===== src/design/sd_cmd_config.svh =====
// SD command line configuration: frame sizes, counter width and response timeout
`ifndef SD_CMD_CONFIG_SVH
`define SD_CMD_CONFIG_SVH

// transmitted frame, command word plus end byte
`define CMD_FRAME_BITS 48

// response lengths, start bit included
`define RESP_LONG_BITS 136
`define RESP_SHORT_BITS 48

// bit counters, wide enough for the long response
`define FRAME_CNT_BITS 8

// sd_clock cycles allowed for the card's start bit after turnaround
`define NCR_TIMEOUT 64

// trailing byte appended to every command
`define END_BYTE 8'h01

`endif


===== src/design/sd_cmd_pkg.sv =====
// SD command line types shared by the physical layer blocks
`default_nettype none

`include "sd_cmd_config.svh"

package sd_cmd_pkg;

	// host command, start and direction bits included
	typedef logic [`CMD_FRAME_BITS-9:0] cmd_word_t;

	// command word with the end byte appended
	typedef logic [`CMD_FRAME_BITS-1:0] cmd_frame_t;

	// response, short ones right-aligned
	typedef logic [`RESP_LONG_BITS-1:0] resp_word_t;

	// frame length or bit count
	typedef logic [`FRAME_CNT_BITS-1:0] frame_len_t;

	// command index, bits 37 to 32 of the command word
	typedef logic [5:0] cmd_index_t;

	typedef enum logic [2:0] {
		ST_IDLE,
		ST_LOAD,
		ST_SEND,
		ST_TURN,
		ST_WAIT_RESP,
		ST_DONE,
		ST_TIMEOUT
	} cmd_state_t;

endpackage

`default_nettype wire


===== src/design/cmd_phys_controller.sv =====
// Command line controller: sequences send, turnaround, receive and host handover
`timescale 1ns/1ps
`default_nettype none

`include "sd_cmd_config.svh"

module cmd_phys_controller
	import sd_cmd_pkg::*;
(
	input logic sd_clock,
	input logic rst,
	input logic strobe_in,
	input logic ack_in,
	input logic idle_in,
	input logic timeout_enable,
	input logic transmission_complete,
	input logic reception_complete,
	input logic start_seen,
	input resp_word_t pad_response,
	output logic ack_out,
	output logic strobe_out,
	output logic COMMAND_TIMEOUT,
	output logic load_send,
	output logic shifter_clear,
	output logic enable_pts,
	output logic enable_stp,
	output logic pad_drive,
	output logic pad_enable,
	output resp_word_t response
);

	cmd_state_t state;
	cmd_state_t state_next;
	frame_len_t wait_cnt;
	logic timeout_en_q;
	logic wait_expired;
	logic take_cmd;

	// new command accepted this cycle
	assign take_cmd = (state == ST_IDLE) && strobe_in;

	// no start bit within the NCR window
	assign wait_expired = timeout_en_q && !start_seen
		&& (wait_cnt == frame_len_t'(`NCR_TIMEOUT - 1));

	always_comb begin
		state_next = state;
		case (state)
			ST_IDLE: begin
				if (strobe_in) begin
					state_next = ST_LOAD;
				end
			end
			ST_LOAD: begin
				state_next = ST_SEND;
			end
			ST_SEND: begin
				if (transmission_complete) begin
					state_next = ST_TURN;
				end
			end
			ST_TURN: begin
				state_next = ST_WAIT_RESP;
			end
			ST_WAIT_RESP: begin
				if (reception_complete) begin
					state_next = ST_DONE;
				end else if (wait_expired) begin
					state_next = ST_TIMEOUT;
				end
			end
			ST_DONE, ST_TIMEOUT: begin
				if (ack_in) begin
					state_next = ST_IDLE;
				end
			end
			default: begin
				state_next = ST_IDLE;
			end
		endcase
		// host abort wins over everything
		if (idle_in) begin
			state_next = ST_IDLE;
		end
	end

	always_ff @(posedge sd_clock) begin
		if (rst) begin
			state <= ST_IDLE;
			ack_out <= 1'b0;
			strobe_out <= 1'b0;
			COMMAND_TIMEOUT <= 1'b0;
			timeout_en_q <= 1'b0;
			wait_cnt <= '0;
			response <= '0;
		end else begin
			state <= state_next;
			ack_out <= take_cmd && !idle_in;
			// flags follow the handover states, so ack_in drops them a cycle later
			strobe_out <= (state_next == ST_DONE);
			COMMAND_TIMEOUT <= (state_next == ST_TIMEOUT);
			if (take_cmd) begin
				timeout_en_q <= timeout_enable;
			end
			// counts only while listening for the start bit
			if (state != ST_WAIT_RESP) begin
				wait_cnt <= '0;
			end else if (!start_seen) begin
				wait_cnt <= wait_cnt + 1'b1;
			end
			if ((state == ST_WAIT_RESP) && reception_complete && !idle_in) begin
				response <= pad_response;
			end
		end
	end

	// shifter and pad controls decoded from the state register
	assign load_send = (state == ST_LOAD);
	assign shifter_clear = (state == ST_LOAD) || (state == ST_TURN);
	assign enable_pts = (state == ST_SEND);
	assign enable_stp = (state == ST_WAIT_RESP);
	assign pad_drive = (state == ST_SEND);
	// sampling starts at turnaround so the first card bit is not lost
	assign pad_enable = (state == ST_TURN) || (state == ST_WAIT_RESP);

endmodule

`default_nettype wire


===== config.mk =====
export PLATFORM = sky130hd
export DESIGN_NAME = cmd_phys_controller
export DESIGN_NICKNAME = d
export VERILOG_FILES = /design/src/design/sd_cmd_pkg.sv /design/src/design/cmd_phys_controller.sv
export VERILOG_INCLUDE_DIRS = /design/src /design/src/design
export SDC_FILE = /design/constraint.sdc
export NUM_CORES = 1
export LEC_CHECK = 0
export ABC_CLOCK_PERIOD_IN_PS = 5100
export BUFFER_PORTS_ARGS = -buffer_cell sky130_fd_sc_hd__buf_2
export CAP_MARGIN = 20
export CORE_ASPECT_RATIO = 0.5
export CORE_MARGIN = 10
export CORE_UTILIZATION = 48
export DETAILED_ROUTE_END_ITERATION = 10
export GPL_TIMING_DRIVEN = 1
export PLACE_DENSITY = 0.85
export SLEW_MARGIN = 10
export SYNTH_ARGS = -nofsm -noshare
export SYNTH_HDL_FRONTEND = slang
export SYNTH_SLANG_ARGS = --single-unit

===== constraint.sdc =====
create_clock -name sd_clock -period 5.1 [get_ports sd_clock]
set_clock_uncertainty 0.2 [all_clocks]
set_input_delay 0.51 -clock sd_clock [delete_from_list [all_inputs] [get_ports sd_clock]]
set_output_delay 0.51 -clock sd_clock [all_outputs]
set_load 0.005 [all_outputs]

# Yosys cells after proc, flatten, opt, wreduce, memory -nomap -nowiden

Index checks and enable logic that the tools add are counted.
W data, S select, Z words.

Mux-type cells: 7
Eq/ne operators: 10
Reductions and logical operators: 13
$add $sub $neg: 1

Operator list:

| operator              | number |
|---|---|
| $mux W3               | 6 |
| $pmux W3 S6           | 1 |
| $eq A3 B3 Y1 const B  | 5 |
| $add A8 B1 Y8 const B | 1 |
| $eq A8 B6 Y1 const B  | 1 |
| $eq A3 B2 Y1 const B  | 2 |
| $logic_and A1 B1 Y1   | 6 |
| $reduce_or A2 Y1      | 2 |
| $eq A3 B1 Y1 const B  | 1 |
| $logic_not A3 Y1      | 1 |
| $ne A3 B3 Y1 const B  | 1 |
| $logic_not A1 Y1      | 2 |
| $logic_or A1 B1 Y1    | 2 |

Input bits: 145
Flip-flop bits (word level): 151
Logic and storage cells: 38

# Logic depth before layout (Yosys ltp)

Word-level depth: 8
Gate-level depth with buffers: 8
Mapped depth without buffers: 5

# Worst setup path before layout

OpenSTA, ideal clock, no wires.

Path type: register to register
Start point: reg state[2]
End point: reg response[89]
Slack: 3.403 ns
Data arrival time: 1.364 ns
Clock period less this slack: 1.697 ns
Buffers on the path: 4
Cell stages (with the launch flop): 9
Cell sequence: dfxtp_1 buf_4 nor3b_4 nand3b_1 buf_2 buf_2 buf_2 nand2_1 a21oi_1

Longest elaborated chain between the ends: 3

Ends and longest elaborated chain:

| what                             | RTL line                   | source |
|---|---|---|
| start: declaration               | cmd_phys_controller.sv:32  | `cmd_state_t state;` |
| start signal: assignment         | cmd_phys_controller.sv:97  | `state <= state_next;` |
| $eq A3 B3 Y1                     | --                         |  |
| named net enable_stp             | cmd_phys_controller.sv:26  | `output logic enable_stp,` |
| $logic_and A1 B1 Y1 (2 in a row) | cmd_phys_controller.sv:111 | `if ((state == ST_WAIT_RESP) && reception_complete && !idle_in) begin` |
| end signal: assignment           | cmd_phys_controller.sv:112 | `response <= pad_response;` |
| end: declaration                 | cmd_phys_controller.sv:29  | `output resp_word_t response` |

The timed path passes the listed nets, and every way through them passes these cells.
A chain may end at the register's enable or synchronous reset.

# Worst setup path in the final report

Start point: reg state[2]
End point: reg response[37]

Longest elaborated chain between the ends: 3

Ends and longest elaborated chain:

| what                             | RTL line |
|---|---|
| $eq A3 B3 Y1                     | cmd_phys_controller.sv:111 |
| $logic_and A1 B1 Y1 (2 in a row) | cmd_phys_controller.sv:111 |

No other way between the ends.

==> insert_results.sql <==
INSERT INTO impl_metrics (metric_group, metric, value, unit) VALUES
('floorplanning', 'floorplan.initialDensity', '0.490', ''),
('yosys', 'mux_contribution_to_synthesized_area', '0.00560', ''),
('placed_design', 'finalWeightedCongestion', '0.861', ''),
('yosys', 'synth_xor_area_frac', '0.00980', ''),
('cells_and_area', 'fin_cells', '1090', ''),
('cells_and_area', 'fillers', '917', ''),
('yosys', 'syn_area', '0.00536', 'mm²'),
('setup_path', 'worstPathRequired', '5.21', 'ns'),
('timing', 'number_of_max_slew_violations_in_the_final_report', '0', ''),
('cells_and_area', 'most_frequent_cells_in_the_layout', 'sky130_fd_sc_hd__buf_2 (288), sky130_fd_sc_hd__nand2_1 (277), sky130_fd_sc_hd__dfxtp_1 (151)', ''),
('floorplanning', 'die_y', '94.8', 'µm'),
('cells_and_area', 'num-nets-final', '1080', ''),
('setup_path', 'criticalPathCategory', 'reg -> reg', ''),
('cells_and_area', 'num_antenna_cells', '0', ''),
('timing', 'post-route-worst-setup-slack', '2.52', 'ns'),
('placed_design', 'detailed_place_hpwl', '12300', 'µm'),
('yosys', 'arithmetic_cell_share_of_the_synthesized_area_counting_full_adders_half_adders_and_majority_gates', '0.00233', ''),
('yosys', 'synthesis.yosys.warnings', '0', ''),
('setup_path', 'setup.worst_path.start', 'state[2]', ''),
('timing', 'min_period', '2.58', 'ns'),
('timing', 'grt_setup_unrepaired', 'no', ''),
('detailed_routing', 'post_drt_via_cell_ratio', '4.85', ''),
('floorplanning', 'die_width', '169', 'µm'),
('yosys', 'synth_seq_area_share', '0.564', ''),
('placed_design', 'placement.setup.worst_slack', '2.15', 'ns'),
('setup_path', 'endpoint', 'response[37]', ''),
('yosys', 'synthArstFlopShare', '0', ''),
('yosys', 'synth_ff_type', 'sky130_fd_sc_hd__dfxtp_1', ''),
('yosys', 'post-synth-top-area-cell', 'sky130_fd_sc_hd__dfxtp_1', ''),
('yosys', 'synth_top_cells_by_area', 'sky130_fd_sc_hd__dfxtp_1 (56%), sky130_fd_sc_hd__nand2_1 (19%), sky130_fd_sc_hd__a21oi_1 (13%)', ''),
('yosys', 'ys_types', '32', ''),
('power', 'leakage_power_of_the_design', '3.29', 'nW'),
('power', 'intPower', '2.02', 'mW'),
('placed_design', 'portBuffers', '289', ''),
('detailed_routing', 'routed_wl', '16600', 'µm'),
('clock_tree', 'clkSlewWorstSetupHoldPaths', '0.06', 'ns'),
('power', 'power_frac_clock', '0.500', ''),
('timing', 'finalSetupViolCount', '0', ''),
('timing', 'worst_margin_slew', '0.835', 'ns'),
('cells_and_area', 'mostFrequentLayoutCell', 'sky130_fd_sc_hd__buf_2', ''),
('detailed_routing', 'drtAntennaViolNets', '0', ''),
('detailed_routing', 'detailroute.via_count', '5284', ''),
('global_routing', 'via_count_of_the_first_global_routing_pass', '4973', ''),
('floorplanning', 'io_pins', '290', ''),
('clock_tree', 'tritoncts_clock_tree', 'yes', ''),
('global_routing', 'grt_first_pass_wirelength', '25100', 'µm'),
('yosys', 'post_synth_and_or_nand_nor_area_fraction', '0.231', ''),
('yosys', 'synth-edff-count', '0', ''),
('clock_tree', 'clockRootBuffer', 'sky130_fd_sc_hd__clkbuf_16', ''),
('clock_tree', 'cts.repair.resized', '0', ''),
('timing', 'hold_viol', '0', ''),
('floorplanning', 'num_rows', '27', ''),
('setup_path', 'ff2ff_path_depth', '5', ''),
('yosys', 'postSynthRegisterBits', '151', ''),
('power', 'flop_pwr_share', '0.467', ''),
('power', 'vdd_drop_max', '257', 'µV'),
('power', 'comb_power_share', '0.033', ''),
('timing', 'fmaxAchievable', '0.387', 'GHz'),
('yosys', 'synth_compound_area_frac', '0.138', ''),
('timing', 'timing.max_slew.rel_slack', '0.444', ''),
('clock_tree', 'h-tree-depth', '4', ''),
('status', 'status', 'finished clean', ''),
('setup_path', 'end_kind', 'flop', ''),
('setup_path', 'worst-endpoint-arrival', '2.69', 'ns'),
('clock_tree', 'holdBufCountCts', '0', ''),
('global_routing', 'grt_antenna_before_repair', '0', ''),
('yosys', 'synth_top_cell_area_share', '0.564', ''),
('global_routing', 'grt_overflow', '0', ''),
('min_path', 'holdCritPathClass', 'in -> reg', ''),
('setup_path', 'r2r_end', 'response[37]', ''),
('power', 'switch_pwr', '0.514', 'mW');
through the flow:
stage,area (µm²),total power [mW]
3_3_place_gp,6770,1.29
5_1_grt,7390,2.62
3_5_place_dp,6770,1.29
6_report,7390,2.53
4_1_cts,7370,2.56
2_1_floorplan,5360,1.23
cells by family (layout without fill, tap and decap cells):
logic type                 Yosys count  count (layout)
DFF                                151             151
xor gates and xnor gates             6               6
and+or+nand+nor                    312             312
adders and majority gates            1               1
buffers and inverters               52             326
AOI/OAI and AO/OA                  146             146
muxes                                3               3
worst min-delay path by stage:
stage,startpoint,endpoint,slack [ns],cells after the start
final,idle_in,ack_out,0.14,2
after global routing,pad_response[4],response[4],0.13,3
after CTS,idle_in,ack_out,0.12,2
after detailed placement,response[105],response[105],0.24,2
after global placement,response[11],response[11],0.24,2
after floorplan,response[0],response[0],0.25,2
power groups by stage:
stage               Clock [mW]  Sequential (mW)  Combinational [mW]
finish                    1.27             1.18              0.0843
global route              1.34             1.18              0.0931
CTS                       1.29             1.18              0.0843
detailed placement           0             1.21              0.0836
global placement             0             1.21              0.0835
floorplan                    0             1.21              0.0246
routing by layer:
layer	routed length, µm	vias up	track usage
li1	-	2683	-
met1	6130	2415	0.203
met2	9050	164	0.353
met3	1200	22	0.0609
met4	261	0	0.0700
met5	0	-	0
state kept, by name, summed over array words and instances, names as in the netlist:
| register | flops |
|---|---|
| ack_out | 1 |
| strobe_out | 1 |
| timeout_en_q | 1 |
| COMMAND_TIMEOUT | 1 |
| wait_cnt | 8 |
| state | 3 |
| response | 136 |
synthesized netlist by cell type (2+ instances only):
cell type	count
sky130_fd_sc_hd__dfxtp_1	151
sky130_fd_sc_hd__xor2_1	3
sky130_fd_sc_hd__nor2b_1	3
sky130_fd_sc_hd__mux2i_1	3
sky130_fd_sc_hd__nor2_1	16
sky130_fd_sc_hd__nand3_1	2
sky130_fd_sc_hd__clkbuf_1	26
sky130_fd_sc_hd__a21oi_1	138
sky130_fd_sc_hd__buf_4	3
sky130_fd_sc_hd__xnor2_1	3
sky130_fd_sc_hd__o21ai_0	3
sky130_fd_sc_hd__nand2_1	277
sky130_fd_sc_hd__inv_1	2
sky130_fd_sc_hd__buf_6	5
sky130_fd_sc_hd__buf_2	16
sky130_fd_sc_hd__nor3_1	2
sky130_fd_sc_hd__nand2b_1	3
cell type report:
cell class                 instances  area (µm²)  share of cell area
inverter                           2        7.51             0.00102
tap                              145         181              0.0245
timing repair buffer             294        1500               0.203
clock inverter                    11         150              0.0203
multi-input combinational        468        2080               0.281
clock buffer                      19         453              0.0613
sequential                       151        3020               0.409
critical path, stage by stage, from the launching register on:
cell                      delay, ns
sky130_fd_sc_hd__dfxtp_1       0.49
sky130_fd_sc_hd__nor3b_4       0.33
sky130_fd_sc_hd__and3b_4       0.61
sky130_fd_sc_hd__buf_4         0.52
sky130_fd_sc_hd__nand2_1       0.12
sky130_fd_sc_hd__a21oi_1       0.18
Note: power is estimated with default switching activity, not from simulation.
