**config.mk**
```make
export PLATFORM = sky130hd
export DESIGN_NAME = cmd_serializer
export DESIGN_NICKNAME = d
export VERILOG_FILES = /design/src/design/sd_cmd_pkg.sv /design/src/design/cmd_serializer.sv
export VERILOG_INCLUDE_DIRS = /design/src /design/src/design
export SDC_FILE = /design/constraint.sdc
export NUM_CORES = 1
export LEC_CHECK = 0
export BUFFER_PORTS_ARGS = -buffer_cell sky130_fd_sc_hd__buf_2
export CAP_MARGIN = 20
export CORE_AREA = 10 10 89 91
export DETAILED_ROUTE_END_ITERATION = 8
export DIE_AREA = 0 0 99 101
export HOLD_SLACK_MARGIN = 0.06
export PLACE_DENSITY_LB_ADDON = 0.3
export SETUP_SLACK_MARGIN = 0.2
export SLEW_MARGIN = 20
export SYNTH_ARGS = -nofsm -noshare
export SYNTH_HDL_FRONTEND = slang
export SYNTH_SLANG_ARGS = --single-unit
```
**constraint.sdc**
```tcl
create_clock -name sd_clock -period 1.7 [get_ports sd_clock]
set_input_delay 0.34 -clock sd_clock [delete_from_list [all_inputs] [get_ports sd_clock]]
set_output_delay 0.34 -clock sd_clock [all_outputs]
set_load 0.02 [all_outputs]
```
**src/design/sd_cmd_config.svh**
```systemverilog
// SD command line configuration: frame sizes, counter width and response timeout
`ifndef SD_CMD_CONFIG_SVH
`define SD_CMD_CONFIG_SVH

// transmitted frame, command word plus end byte
`define CMD_FRAME_BITS 48

// response lengths, start bit included
`define RESP_LONG_BITS 136
`define RESP_SHORT_BITS 48

// bit counters, wide enough for the long response
`define FRAME_CNT_BITS 8

// sd_clock cycles allowed for the card's start bit after turnaround
`define NCR_TIMEOUT 64

// trailing byte appended to every command
`define END_BYTE 8'h01

`endif

```
**src/design/sd_cmd_pkg.sv**
```systemverilog
// SD command line types shared by the physical layer blocks
`default_nettype none

`include "sd_cmd_config.svh"

package sd_cmd_pkg;

	// host command, start and direction bits included
	typedef logic [`CMD_FRAME_BITS-9:0] cmd_word_t;

	// command word with the end byte appended
	typedef logic [`CMD_FRAME_BITS-1:0] cmd_frame_t;

	// response, short ones right-aligned
	typedef logic [`RESP_LONG_BITS-1:0] resp_word_t;

	// frame length or bit count
	typedef logic [`FRAME_CNT_BITS-1:0] frame_len_t;

	// command index, bits 37 to 32 of the command word
	typedef logic [5:0] cmd_index_t;

	typedef enum logic [2:0] {
		ST_IDLE,
		ST_LOAD,
		ST_SEND,
		ST_TURN,
		ST_WAIT_RESP,
		ST_DONE,
		ST_TIMEOUT
	} cmd_state_t;

endpackage

`default_nettype wire

```
**src/design/cmd_serializer.sv**
```systemverilog
// Command serializer: shifts the 48-bit command frame out MSB first
`timescale 1ns/1ps
`default_nettype none

`include "sd_cmd_config.svh"

module cmd_serializer
	import sd_cmd_pkg::*;
(
	input logic sd_clock,
	input logic rst,
	input logic clear,
	input logic enable,
	input logic load_send,
	input cmd_frame_t parallel,
	output logic serial,
	output logic complete
);

	cmd_frame_t shift_reg;
	frame_len_t bit_cnt;

	// frame register loaded by load_send and shifted MSB first
	always_ff @(posedge sd_clock) begin
		if (load_send) begin
			shift_reg <= parallel;
		end else if (enable) begin
			shift_reg <= {shift_reg[`CMD_FRAME_BITS-2:0], 1'b1};
		end
	end

	// bits already sent
	always_ff @(posedge sd_clock) begin
		if (rst || clear || load_send) begin
			bit_cnt <= '0;
		end else if (enable) begin
			bit_cnt <= bit_cnt + 1'b1;
		end
	end

	// line idles high between frames
	assign serial = enable ? shift_reg[`CMD_FRAME_BITS-1] : 1'b1;

	// high together with the last bit on the line
	assign complete = enable && (bit_cnt == frame_len_t'(`CMD_FRAME_BITS - 1));

endmodule

`default_nettype wire

```
# After elaboration in Yosys (flattened, before gate mapping)

Index checks and enable logic that the tools add are counted.

Bits in latches: 0
Memories kept: 0
Memory bits (writable): 0
ROM bits: 0
Flip-flop bits (word level): 56
Logic and storage cells: 11
Output and inout bits: 2

Magnitude comparators: 0
Shift-type cells: 0
Add/subtract/negate cells: 1
Reduce and logical (&&, ||, !) cells: 4
Bitwise operators: 0
Multiply operators: 0
Mux-type cells: 3
Eq/ne operators: 1
Div/mod/pow operators: 0

Operators by type and width:

| cell                                           | count |
|---|---|
| 2-to-1 mux 48 bit                              | 2 |
| adder 8 x 1 -> 8 bit (second input constant)   | 1 |
| == test 8 x 6 -> 1 bit (second input constant) | 1 |
| logical OR 1 bit                               | 2 |
| nonzero test 2 bit                             | 1 |
| logical AND 1 bit                              | 1 |
| 2-to-1 mux 1 bit                               | 1 |

# Longest topological paths before layout

Gate-level depths: netlist of the first run.

Depth after elaboration: 2
Depth in mapped cells: 4

# Least setup slack after synthesis of the first run

No wires, ideal clock.

Path type: input to register
Start point: in load_send
End point: reg shift_reg[0], enable pin
Stages: 3
Data required time: 1316 ps
Path slack: -65 ps
Arrival time: 1381 ps
Path buffers: 2
Path through: buf_2 > buf_4 > or2_2

Word-level cells in the longest chain between the ends: 1

Ends and longest elaborated chain:

| item                         | line                 | source |
|---|---|---|
| start, declared              | cmd_serializer.sv:14 | `input logic load_send,` |
| nonzero test 2 bit (no line) | --                   |  |
| end signal, assigned         | cmd_serializer.sv:26 | `shift_reg <= parallel;` |
| end signal, assigned         | cmd_serializer.sv:28 | `` shift_reg <= {shift_reg[`CMD_FRAME_BITS-2:0], 1'b1}; `` |
| end, declared                | cmd_serializer.sv:20 | `cmd_frame_t shift_reg;` |

No other way between the ends.
A chain may end at the register's enable or synchronous reset.

# Final worst setup path of the first run

Start point: reg bit_cnt[1]
End point: out complete

Word-level cells in the longest chain between the ends: 2

Ends and longest elaborated chain:

| item                   | line                 | source |
|---|---|---|
| start, declared        | cmd_serializer.sv:21 | `frame_len_t bit_cnt;` |
| start signal, assigned | cmd_serializer.sv:37 | `bit_cnt <= bit_cnt + 1'b1;` |
| == test 8 x 6 -> 1 bit | cmd_serializer.sv:45 | `` assign complete = enable && (bit_cnt == frame_len_t'(`CMD_FRAME_BITS - 1)); `` |
| logical AND 1 bit      | cmd_serializer.sv:45 |  |
| end, declared          | cmd_serializer.sv:17 | `output logic complete` |

No other way between the ends.

==> metrics, run 1 <==
data required time at the worst endpoint=1.36 ns; status=finished clean; HP Start=parallel[0]; Reg2Reg Setup Slack=~0.5 ns; worst hold path type=primary input to register; final worst path period need=1.497 ns; total of max-cap violations=0; fmax=668.1 MHz; worst slew pin tran=0.6602 ns; R2R depth=4; initial core utilization=0.3844; synth unique cells=21; fin crit share=0.8805; number of port buffers=54; die area=0.009999 sq mm; vias in the first global route=1438; mean post-synth cell area=16.56 sq um; fill count=559; DRC viols=0; start of the worst register-to-register path=bit_cnt[0]$_SDFFE_PP0P_; P_leak=1.119 nW; pin count of the biggest net entering global routing=49; Final #Nets=between 200 and 300; area grow syn2layout=24.45%; Reg2Reg Capture Point=bit_cnt[7]$_SDFFE_PP0P_; H-tree Lvls=2; CTS buffer count=5; global-route wire length before repair=6.872 mm; Final Hold Vio Count=0; Antenna Cells=0; hold path endpoint=shift_reg[0]$_SDFFCE_PN1P_; Core Footprint=around 0.0062 sq mm; dpl cells=272; Synth Instances=144; max reg flops=48; num rows=29; Pre-antenna DRT Iters=4; clock tree buffer depth=2; register area share after synthesis=0.6716; fin. max-slew vios=0; largest area contributor in the netlist=edfxtp_1; power density over the cells=985.6 mW/mm^2; number of synthesized flops with an enable pin=48; yosys warns=0; Synth Flop Type=edfxtp_1; Multi-input gate area=779.5 sq um; DR vias/cell=around 4.8; #FFs+latches synth=56; Post-Layout Cell Count=284; chip width=99 microns; WHS Path Cells=2; # setup viols final=0; clock latency on the worst-skew pair=0.30 ns; Critical Path Source=bit_cnt[1]$_SDFFE_PP0P_; Async S/R FF share, synth=0; final core occ=0.4783; Worst Path Max Fanout=3; DPL Wire Length=3.062 mm; Post-Syn Nets=198; initial DRC count=54; clock sink count=56; Fin Setup TNS=0 ns; sequential cell area=roughly 0.0016 sq mm; GRT Resource Usage Total=0.08394; Clk pin slew, worst setup/hold paths=roughly 0.1 ns; Worst Slack Setup Final=0.2032 ns; critical path class=register to output pin; wire length per cell=15.25 microns; RSZ-0062 raised after global routing=true; VDD IR max=roughly 0.00056 V; Top Ports=55; vias post-DR=1355; CTS tree=built; Netlist Area Pre-Place=about 0.0024 sq mm; worst path arrival time=1.16 ns; Worst Setup End Kind=output pin; final WL=4.330 mm; Rel. slew slack=0.5599; initial antenna violation count=0; remaining antenna violation count=0; Yosys top cell area share=0.6044; pre-CTS WS=0.1941 ns; ratio of cells with drive above 1 in the final layout=0.6184; Setup Skew=0.008150 ns; Root Driver=clkbuf_8; grt total ovfl=0; die height=101 microns; ranking of synthesized cells by area=edfxtp_1 (60%), mux2_2 (22%), dfxtp_1 (6.7%); CP Launch Type=register; Routability Congestion=0.7531
-- where the power goes --
group | switching [mW] | internal (mW)
clock network | 0.406 | 0.589
logic | 0.102 | 0.158
registers | 0.0306 | 1.64
total | 0.538 | 2.39
-- per-layer routing --
metal	global-route usage	vias up	wire length (microns)
met5	0	-	0
met4	0.01985	0	23
met3	0.03292	4	249
met2	0.1303	38	2021
met1	0.1070	642	2036
li1	-	671	-
-- cell type report --
class,instances,area share
Sequential cell,56,0.5438
Multi-Input combinational cell,81,0.2626
Timing Repair Buffer,62,0.1164
Tap cell,77,0.03246
Clock buffer,6,0.02445
Clock inverter,2,0.02024
-- critical path: stages (launching register included) --
cell	delay [ns]
dfxtp_2	0.37
ha_4	0.15
nand3_4	0.08
nor3_2	0.10
buf_4	0.16
-- synthesized netlist by cell type (all sizes together), types with 2 or more instances --
library cell	n
dfxtp	8
nor2	6
nand2b	2
nand3	3
or3	4
mux2	47
xor2	3
nand4	3
buf	6
o21ai	3
a21oi	3
nand2	2
edfxtp	48
-- cell usage in the layout (no fill, tap or decap), types with 2 or more instances in the layout --
cell type and count:
dfxtp_4 2, buf_4 8, o21ai_0 3, dfxtp_1 2
buf_2 53, nand2_1 2, bufinv_16 2, or3_1 4
nand4_1 2, clkbuf_8 5, nor2_1 5, xor2_1 3
dfxtp_2 4, a21oi_1 3, edfxtp_1 48, nand2b_1 2
nand3_1 2, mux2_2 47
-- cell families after synthesis --
group,Yosys count,share of synthesized area
compound gates,6,0.01259
xor+xnor,4,0.01469
fa+ha+maj,1,0.005246
buf+inv,7,0.01626
flops,56,0.6716
mux,48,0.2261
simple gates,22,0.05351
-- timing repair --
item | in CTS | in global routing
gates resized for setup | 11 | 3
pin swaps | 2 | 0
endpoints found under the setup margin | 1 | 1
setup buffers | 3 | 1
hold buffers | 0 | 0
-- worst max path at each step --
stage,endpoint,cells past startpoint,slack (ns)
after detailed placement,shift_reg[37]$_DFFE_PP_,2,0.19
after global routing,complete,4,0.14
final,complete,4,0.20
after CTS,complete,4,0.20
after floorplan,shift_reg[0]$_SDFFCE_PN1P_,3,0.20
after global placement,shift_reg[13]$_DFFE_PP_,2,0.21
-- stage by stage --
stage | power (mW) | hold slack [ns] | instance area, sq um
final | 2.925 | 0.2899 | 2968
after global routing | 3.050 | 0.2749 | 2968
after global placement | 1.963 | 0.4745 | 2763
after CTS | 2.968 | 0.2788 | 2954
after detailed placement | 1.968 | 0.5003 | 2763
after floorplan | 1.861 | 0.4585 | 2396
(Power assumes the default switching activity.)
==> run 2: changes to the inputs <==
PLACE_DENSITY = 0.65   (was default)
PLACE_DENSITY_LB_ADDON = default   (was 0.3)
==> metrics, run 2 (synthesis gave the netlist of run 1 again) <==
ratio of cells with drive above 1 in the final layout=0.6184 (unchanged); worst-path cell chain=nor2_1 -> nand3_1 -> nor3_2 -> buf_4; CTS buffer count=5 (unchanged); fin. max-slew vios=0 (unchanged); DR WL met2=1.886 mm (-6.7%); dpl cells=272 (unchanged); CP Launch Type=register; wire length per cell=15.07 microns (-1.2%); DPL Wire Length=3.005 mm (-1.8%); clock tree buffer depth=2 (unchanged); Design Area, Final=0.002924 sq mm (-1.5%); Routability Congestion=0.6689 (-11%); number of port buffers=54 (unchanged); Final Hold Vio Count=0 (unchanged); worst path arrival time=1.14 ns (-0.02 ns); Clk pin slew, worst setup/hold paths=0.10 ns (about the same); clock sink count=56 (unchanged); wl on met1=1.967 mm (-3.4%); status=finished clean; clock latency on the worst-skew pair=0.31 ns (about the same); initial DRC count=34 (-37%); CTS tree=built; power share of the combinational group=0.096 (+0.007); fin crit share=0.8680 (-0.01245); Rel. slew slack=0.5608 (+0.0008980); max reg flops=48 (unchanged); placed inst area=0.002763 sq mm (unchanged); Core Footprint=0.006205 sq mm (unchanged); initial antenna violation count=0 (unchanged); Worst Path Max Fanout=5 (+2); final WL=4.280 mm (-1.2%); worst path bufs/invs=1 (unchanged); Seq pwr share=0.623 (+0.052); initial core utilization=0.3844 (unchanged); pin count of the biggest net entering global routing=49 (unchanged); Overall Power=2.682 mW (-8.3%); area grow syn2layout=22.61%; Max Used Layer=met4; Top delay family on crit path=flip-flops; # setup viols final=0 (unchanged); data required time at the worst endpoint=1.36 ns (about the same); critical path class=register to output pin; Setup Skew=0.007908 ns (-0.0002411 ns); GRT Resource Usage Total=0.08634 (+0.002395); crit path max-delay cell type=dfxtp_2; total of max-cap violations=0 (unchanged); P_leak=1.096 nW (-2.0%); die area=0.009999 sq mm (unchanged); final core occ=0.4713 (-0.007058); Worst Setup End Kind=output pin; remaining antenna violation count=0 (unchanged); Final #Nets=260 (unchanged); Top Ports=55 (unchanged); die height=101 microns (unchanged); worst slew pin tran=0.6588 ns (-0.001347 ns); vias in the first global route=1496 (+4.0%); vias post-DR=1350 (-0.37%); VDD IR max=0.0004603 V (-18%); num rows=29 (unchanged); grt total ovfl=0 (unchanged); Worst path max stage delay=0.36 ns (about the same); H-tree Lvls=2 (unchanged); most common cell after layout, fill and taps aside=buf_2; DRC viols=0 (unchanged); Internal=2.100 mW (-12%); Pre-antenna DRT Iters=4 (unchanged); clock group share of total power=0.280 (-0.060); global-route wire length before repair=7.065 mm (+2.8%); Sw Share=0.2168 (+0.03275); worst hold path type=primary input to register; chip width=99 microns (unchanged); Sw Pwr=581.3 uW (+8.0%); power density over the cells=917.1 mW/mm^2 (-6.9%); DR vias/cell=4.754 (-0.37%); Fin Setup TNS=0 ns (unchanged); final worst path period need=1.476 ns (-0.02117 ns); RSZ-0062 raised after global routing=true; fmax=677.7 MHz (+1.4%); Post-Layout Cell Count=284 (unchanged); Antenna Cells=0 (unchanged); most frequent cells in the layout=buf_2 (53), edfxtp_1 (48), mux2_2 (47); DR WL met3=391 microns (+57%); Root Driver=clkbuf_8
-- run 2: cell types whose count changed in the layout (fill, tap and decap cells not counted), sizes merged --
cell,previous run,this run
clkbuf,6,5
clkinvlp,0,1
bufinv,2,0
inv,0,2
-- run 2: cell type report --
type	instances	area, sq um
clock inverter	3	25.02
timing repair buffer	62	345.3
tap	77	96.34
multi-input combinational	81	777.0
fill	564	3281
sequential	56	1612
clock buffer	5	68.82
-- run 2: timing repair --
| action | in CTS | in global routing |
|---|---|---|
| setup buffers | 4 | 0 |
| resized for setup | 11 | 1 |
| pin swaps | 3 | 0 |
| setup endpoints to repair | 1 | 1 |
| hold buffers | 0 | 0 |
-- run 2: layer usage --
| layer | GRT usage | up-vias |
|---|---|---|
| met1 | 0.1057 | 638 |
| met5 | 0 | - |
| met3 | 0.04733 | 4 |
| met2 | 0.1283 | 37 |
| met4 | 0.02315 | 0 |
| li1 | - | 671 |
-- run 2: per-stage QoR --
step / setup slack [ns] / hold WS [ns]
final: 0.2244 / 0.2837
after global routing: 0.1228 / 0.2809
after CTS: 0.2013 / 0.2757
after detailed placement: 0.1944 / 0.4960
after global placement: 0.2011 / 0.4696
after floorplan: 0.2033 / 0.4585
-- run 2: worst paths after layout --
path / from / end / slack (ns) / cells past startpoint
max: bit_cnt[4]$_SDFFE_PP0P_ / complete / 0.22 / 4
min: parallel[0] / shift_reg[0]$_SDFFCE_PN1P_ / 0.28 / 2
max reg2reg: bit_cnt[1]$_SDFFE_PP0P_ / bit_cnt[6]$_SDFFE_PP0P_ / 0.45 / 5
min reg2reg: bit_cnt[7]$_SDFFE_PP0P_ / bit_cnt[7]$_SDFFE_PP0P_ / 0.51 / 2
-- run 2: worst reg2reg max path, delay by kind of cell, from the launching register on --
family	cells	cell delay, ns
compound gates	1	0.15
fa+ha+maj	1	0.15
buf+inv	1	0.14
flops	1	0.36
simple gates	2	0.39
-- run 2: power groups by stage --
| stage | Clock (mW) | Sequential, mW | Combinational, mW |
|---|---|---|---|
| 2_1_floorplan | 0 | 1.69 | 0.169 |
| 3_3_place_gp | 0 | 1.70 | 0.257 |
| 3_5_place_dp | 0 | 1.71 | 0.259 |
| 4_1_cts | 0.780 | 1.67 | 0.263 |
| 5_1_grt | 0.836 | 1.68 | 0.287 |
| 6_report | 0.752 | 1.67 | 0.259 |
==> run 3: changes to the inputs <==
ABC_AREA = 1   (was default)
CORE_AREA = 10 10 90 92   (was 10 10 89 91)
DIE_AREA = 0 0 100 102   (was 0 0 99 101)
TNS_END_PERCENT = 50   (was default)
==> metrics, run 3 <==
clock group share of total power=0.275 (-0.005); Post-Syn Nets=314 (+59%); Adder-Cell Fraction of Synth Area=0.005084 (-0.0001627); compound-cell area share of the yosys netlist=0.01627 (+0.003677); status=finished clean; Clk pin slew, worst setup/hold paths=0.11 ns (about the same); pin count of the biggest net entering global routing=49 (unchanged); Simple-Gate Fraction of Synth Area=0.2857 (+0.2322); xor and xnor area share after synthesis=0 (-0.01469); initial DRC count=51 (+50%); die height=102 microns (+0.99%); Worst Slack Setup Final=0.06120 ns (-0.1632 ns); Final Hold Vio Count=0 (unchanged); clock latency on the worst-skew pair=0.30 ns (about the same); number of synthesized flops with an enable pin=48 (unchanged); fin crit share=0.9640 (+0.09599); GRT Resource Usage Total=0.09743 (+0.01109); largest area contributor in the netlist=edfxtp_1; clock tree buffer depth=2 (unchanged); Pre-antenna DRT Iters=4 (unchanged); data required time at the worst endpoint=1.36 ns (about the same); Sw Pwr=612.8 uW (+5.4%); post-synthesis mux area share=0 (-0.2261); vias in the first global route=1885 (+26%); # setup viols final=0 (unchanged); chip width=100 microns (+1.0%); mean post-synth cell area=9.466 sq um (-43%); Top Ports=55 (unchanged); critical path class=register to output pin; VDD IR max=0.0003795 V (-18%); most frequent cells in the layout=nand2_1 (154), buf_2 (52), edfxtp_1 (48); Antenna Cells=0 (unchanged); Root Driver=clkbuf_8; CTS buffer count=5 (unchanged); CTS tree=built; initial core utilization=0.3921 (+0.007715); CP Launch Type=register; ranking of synthesized cells by area=edfxtp_1 (59%), nand2_1 (24%), dfxtp_1 (6.5%); most common library cells after synthesis=nand2_1 (155), edfxtp_1 (48), nor2_1 (10); Synth Flop Type=edfxtp_1; worst hold path type=primary input to register; Rel. slew slack=0.8063 (+0.2455); Worst Path Max Fanout=2 (-3); DR vias/cell=4.504 (-5.3%); Routability Congestion=0.8203 (+23%); Internal=2.039 mW (-2.9%); final worst path period need=1.639 ns (+0.1632 ns); remaining antenna violation count=0 (unchanged); P_leak=1.378 nW (+26%); die area=0.01020 sq mm (+2.0%); Async S/R FF share, synth=0 (unchanged); Fin Setup TNS=0 ns (unchanged); Overall Power=2.652 mW (-1.1%); fill count=618 (+9.6%); ratio of cells with drive above 1 in the final layout=0.2671 (-0.3513); Sw Share=0.2311 (+0.01433); number of port buffers=54 (unchanged); clock sink count=56 (unchanged); DPL Wire Length=3.304 mm (+9.9%); Core Footprint=0.006277 sq mm (+1.2%); Setup Skew=0.006655 ns (-0.001254 ns); grt total ovfl=0 (unchanged); Netlist Area Pre-Place=0.002461 sq mm (+3.2%); Yosys top cell area share=0.5857 (-0.01874); worst slew pin tran=0.2905 ns (-0.3683 ns); final WL=4.894 mm (+14%); worst path arrival time=1.30 ns (+0.16 ns); synth unique cells=21 (unchanged); fmax=610.2 MHz (-10%); fin. max-slew vios=0 (unchanged); area grow syn2layout=21.61%; register area share after synthesis=0.6507 (-0.02083); most common cell after layout, fill and taps aside=nand2_1; Final #Nets=375 (+44%); H-tree Lvls=2 (unchanged); yosys warns=0 (unchanged); max reg flops=48 (unchanged); power share of the combinational group=0.096 (about the same); Worst Setup End Kind=output pin; power density over the cells=886.1 mW/mm^2 (-3.4%); total of max-cap violations=0 (unchanged); pre-CTS WS=0.2019 ns (+0.007530 ns); wire length per cell=12.27 microns (-19%); DRC viols=0 (unchanged); count leader, synth=nand2_1; global-route wire length before repair=8.197 mm (+16%); main combinational cell family by area after synthesis=simple AND/OR/NAND/NOR gates; vias post-DR=1797 (+33%); Seq pwr share=0.629 (+0.006); RSZ-0062 raised after global routing=true; Synth Instances=260 (+81%); cts hold-fix bufs=0 (unchanged); initial antenna violation count=0 (unchanged); num rows=29 (unchanged); #FFs+latches synth=56 (unchanged)
## run 3: logic make-up (layout without fill, tap and decap cells)
logic type | count (synthesis) | in the layout
compound gates | 8 | 8
simple gates | 177 | 177
fa+ha+maj | 1 | 1
buf+inv | 18 | 80
flops | 56 | 56
## run 3: worst paths after layout
kind	startpoint	end	slack, ns	cells after the start
setup / recovery	bit_cnt[0]$_SDFFE_PP0P_	complete	0.06	6
hold / removal	parallel[30]	shift_reg[30]$_DFFE_PP_	0.29	3
setup reg to reg	bit_cnt[0]$_SDFFE_PP0P_	bit_cnt[6]$_SDFFE_PP0P_	0.55	7
hold reg to reg	bit_cnt[4]$_SDFFE_PP0P_	bit_cnt[4]$_SDFFE_PP0P_	0.49	2
## run 3: power by group through the flow
| stage | Sequential, mW | Clock [mW] | Combinational [mW] |
|---|---|---|---|
| floorplan | 1.69 | 0 | 0.160 |
| global placement | 1.70 | 0 | 0.252 |
| detailed placement | 1.70 | 0 | 0.260 |
| CTS | 1.67 | 0.768 | 0.261 |
| global route | 1.68 | 0.825 | 0.300 |
| finish | 1.67 | 0.729 | 0.255 |
## run 3: worst max-delay path, cell delays in order, from the launching register on
cell and delay (ns):
dfxtp_2 0.38, ha_4 0.16, nand2_4 0.05, nor2_4 0.09
nand3_2 0.09, nor2_2 0.11, buf_6 0.12
## run 3: what timing repair did
item | CTS | global route
cloned | 0 | 0
gates resized for setup | 6 | 4
setup buffers | 4 | 3
pin swaps | 3 | 4
setup endpoints to repair | 1 | 2
## run 3: through the flow
stage | cell area, sq um | utilization | hold WS, ns | instances
2_1_floorplan | 2469 | - | 0.4529 | 260
3_3_place_gp | 2813 | 0.4481 | 0.4699 | 384
3_5_place_dp | 2813 | 0.4481 | 0.4724 | 384
4_1_cts | 2958 | 0.4712 | 0.2777 | 396
5_1_grt | 2993 | 0.4768 | 0.2823 | 399
6_report | 2993 | 0.4768 | 0.2933 | 399
## run 3: layout make-up
class / instances / area (sq um) / share of cell area
multi-input cells: 186 / 783.3 / 0.2617
well taps: 77 / 96.34 / 0.03219
clock buffers: 5 / 68.82 / 0.02299
flip-flops and latches: 56 / 1604 / 0.5360
inverters: 7 / 26.28 / 0.008779
repair buffers: 65 / 390.4 / 0.1304
clock inverters: 3 / 23.77 / 0.007943
## run 3: layer usage
metal	GRT usage	vias to the layer above	part of all wire
li1	-	951	-
met1	0.1121	807	0.45
met2	0.1692	37	0.49
met3	0.02969	2	0.044
met4	0.03261	0	0.0098
met5	0	-	0
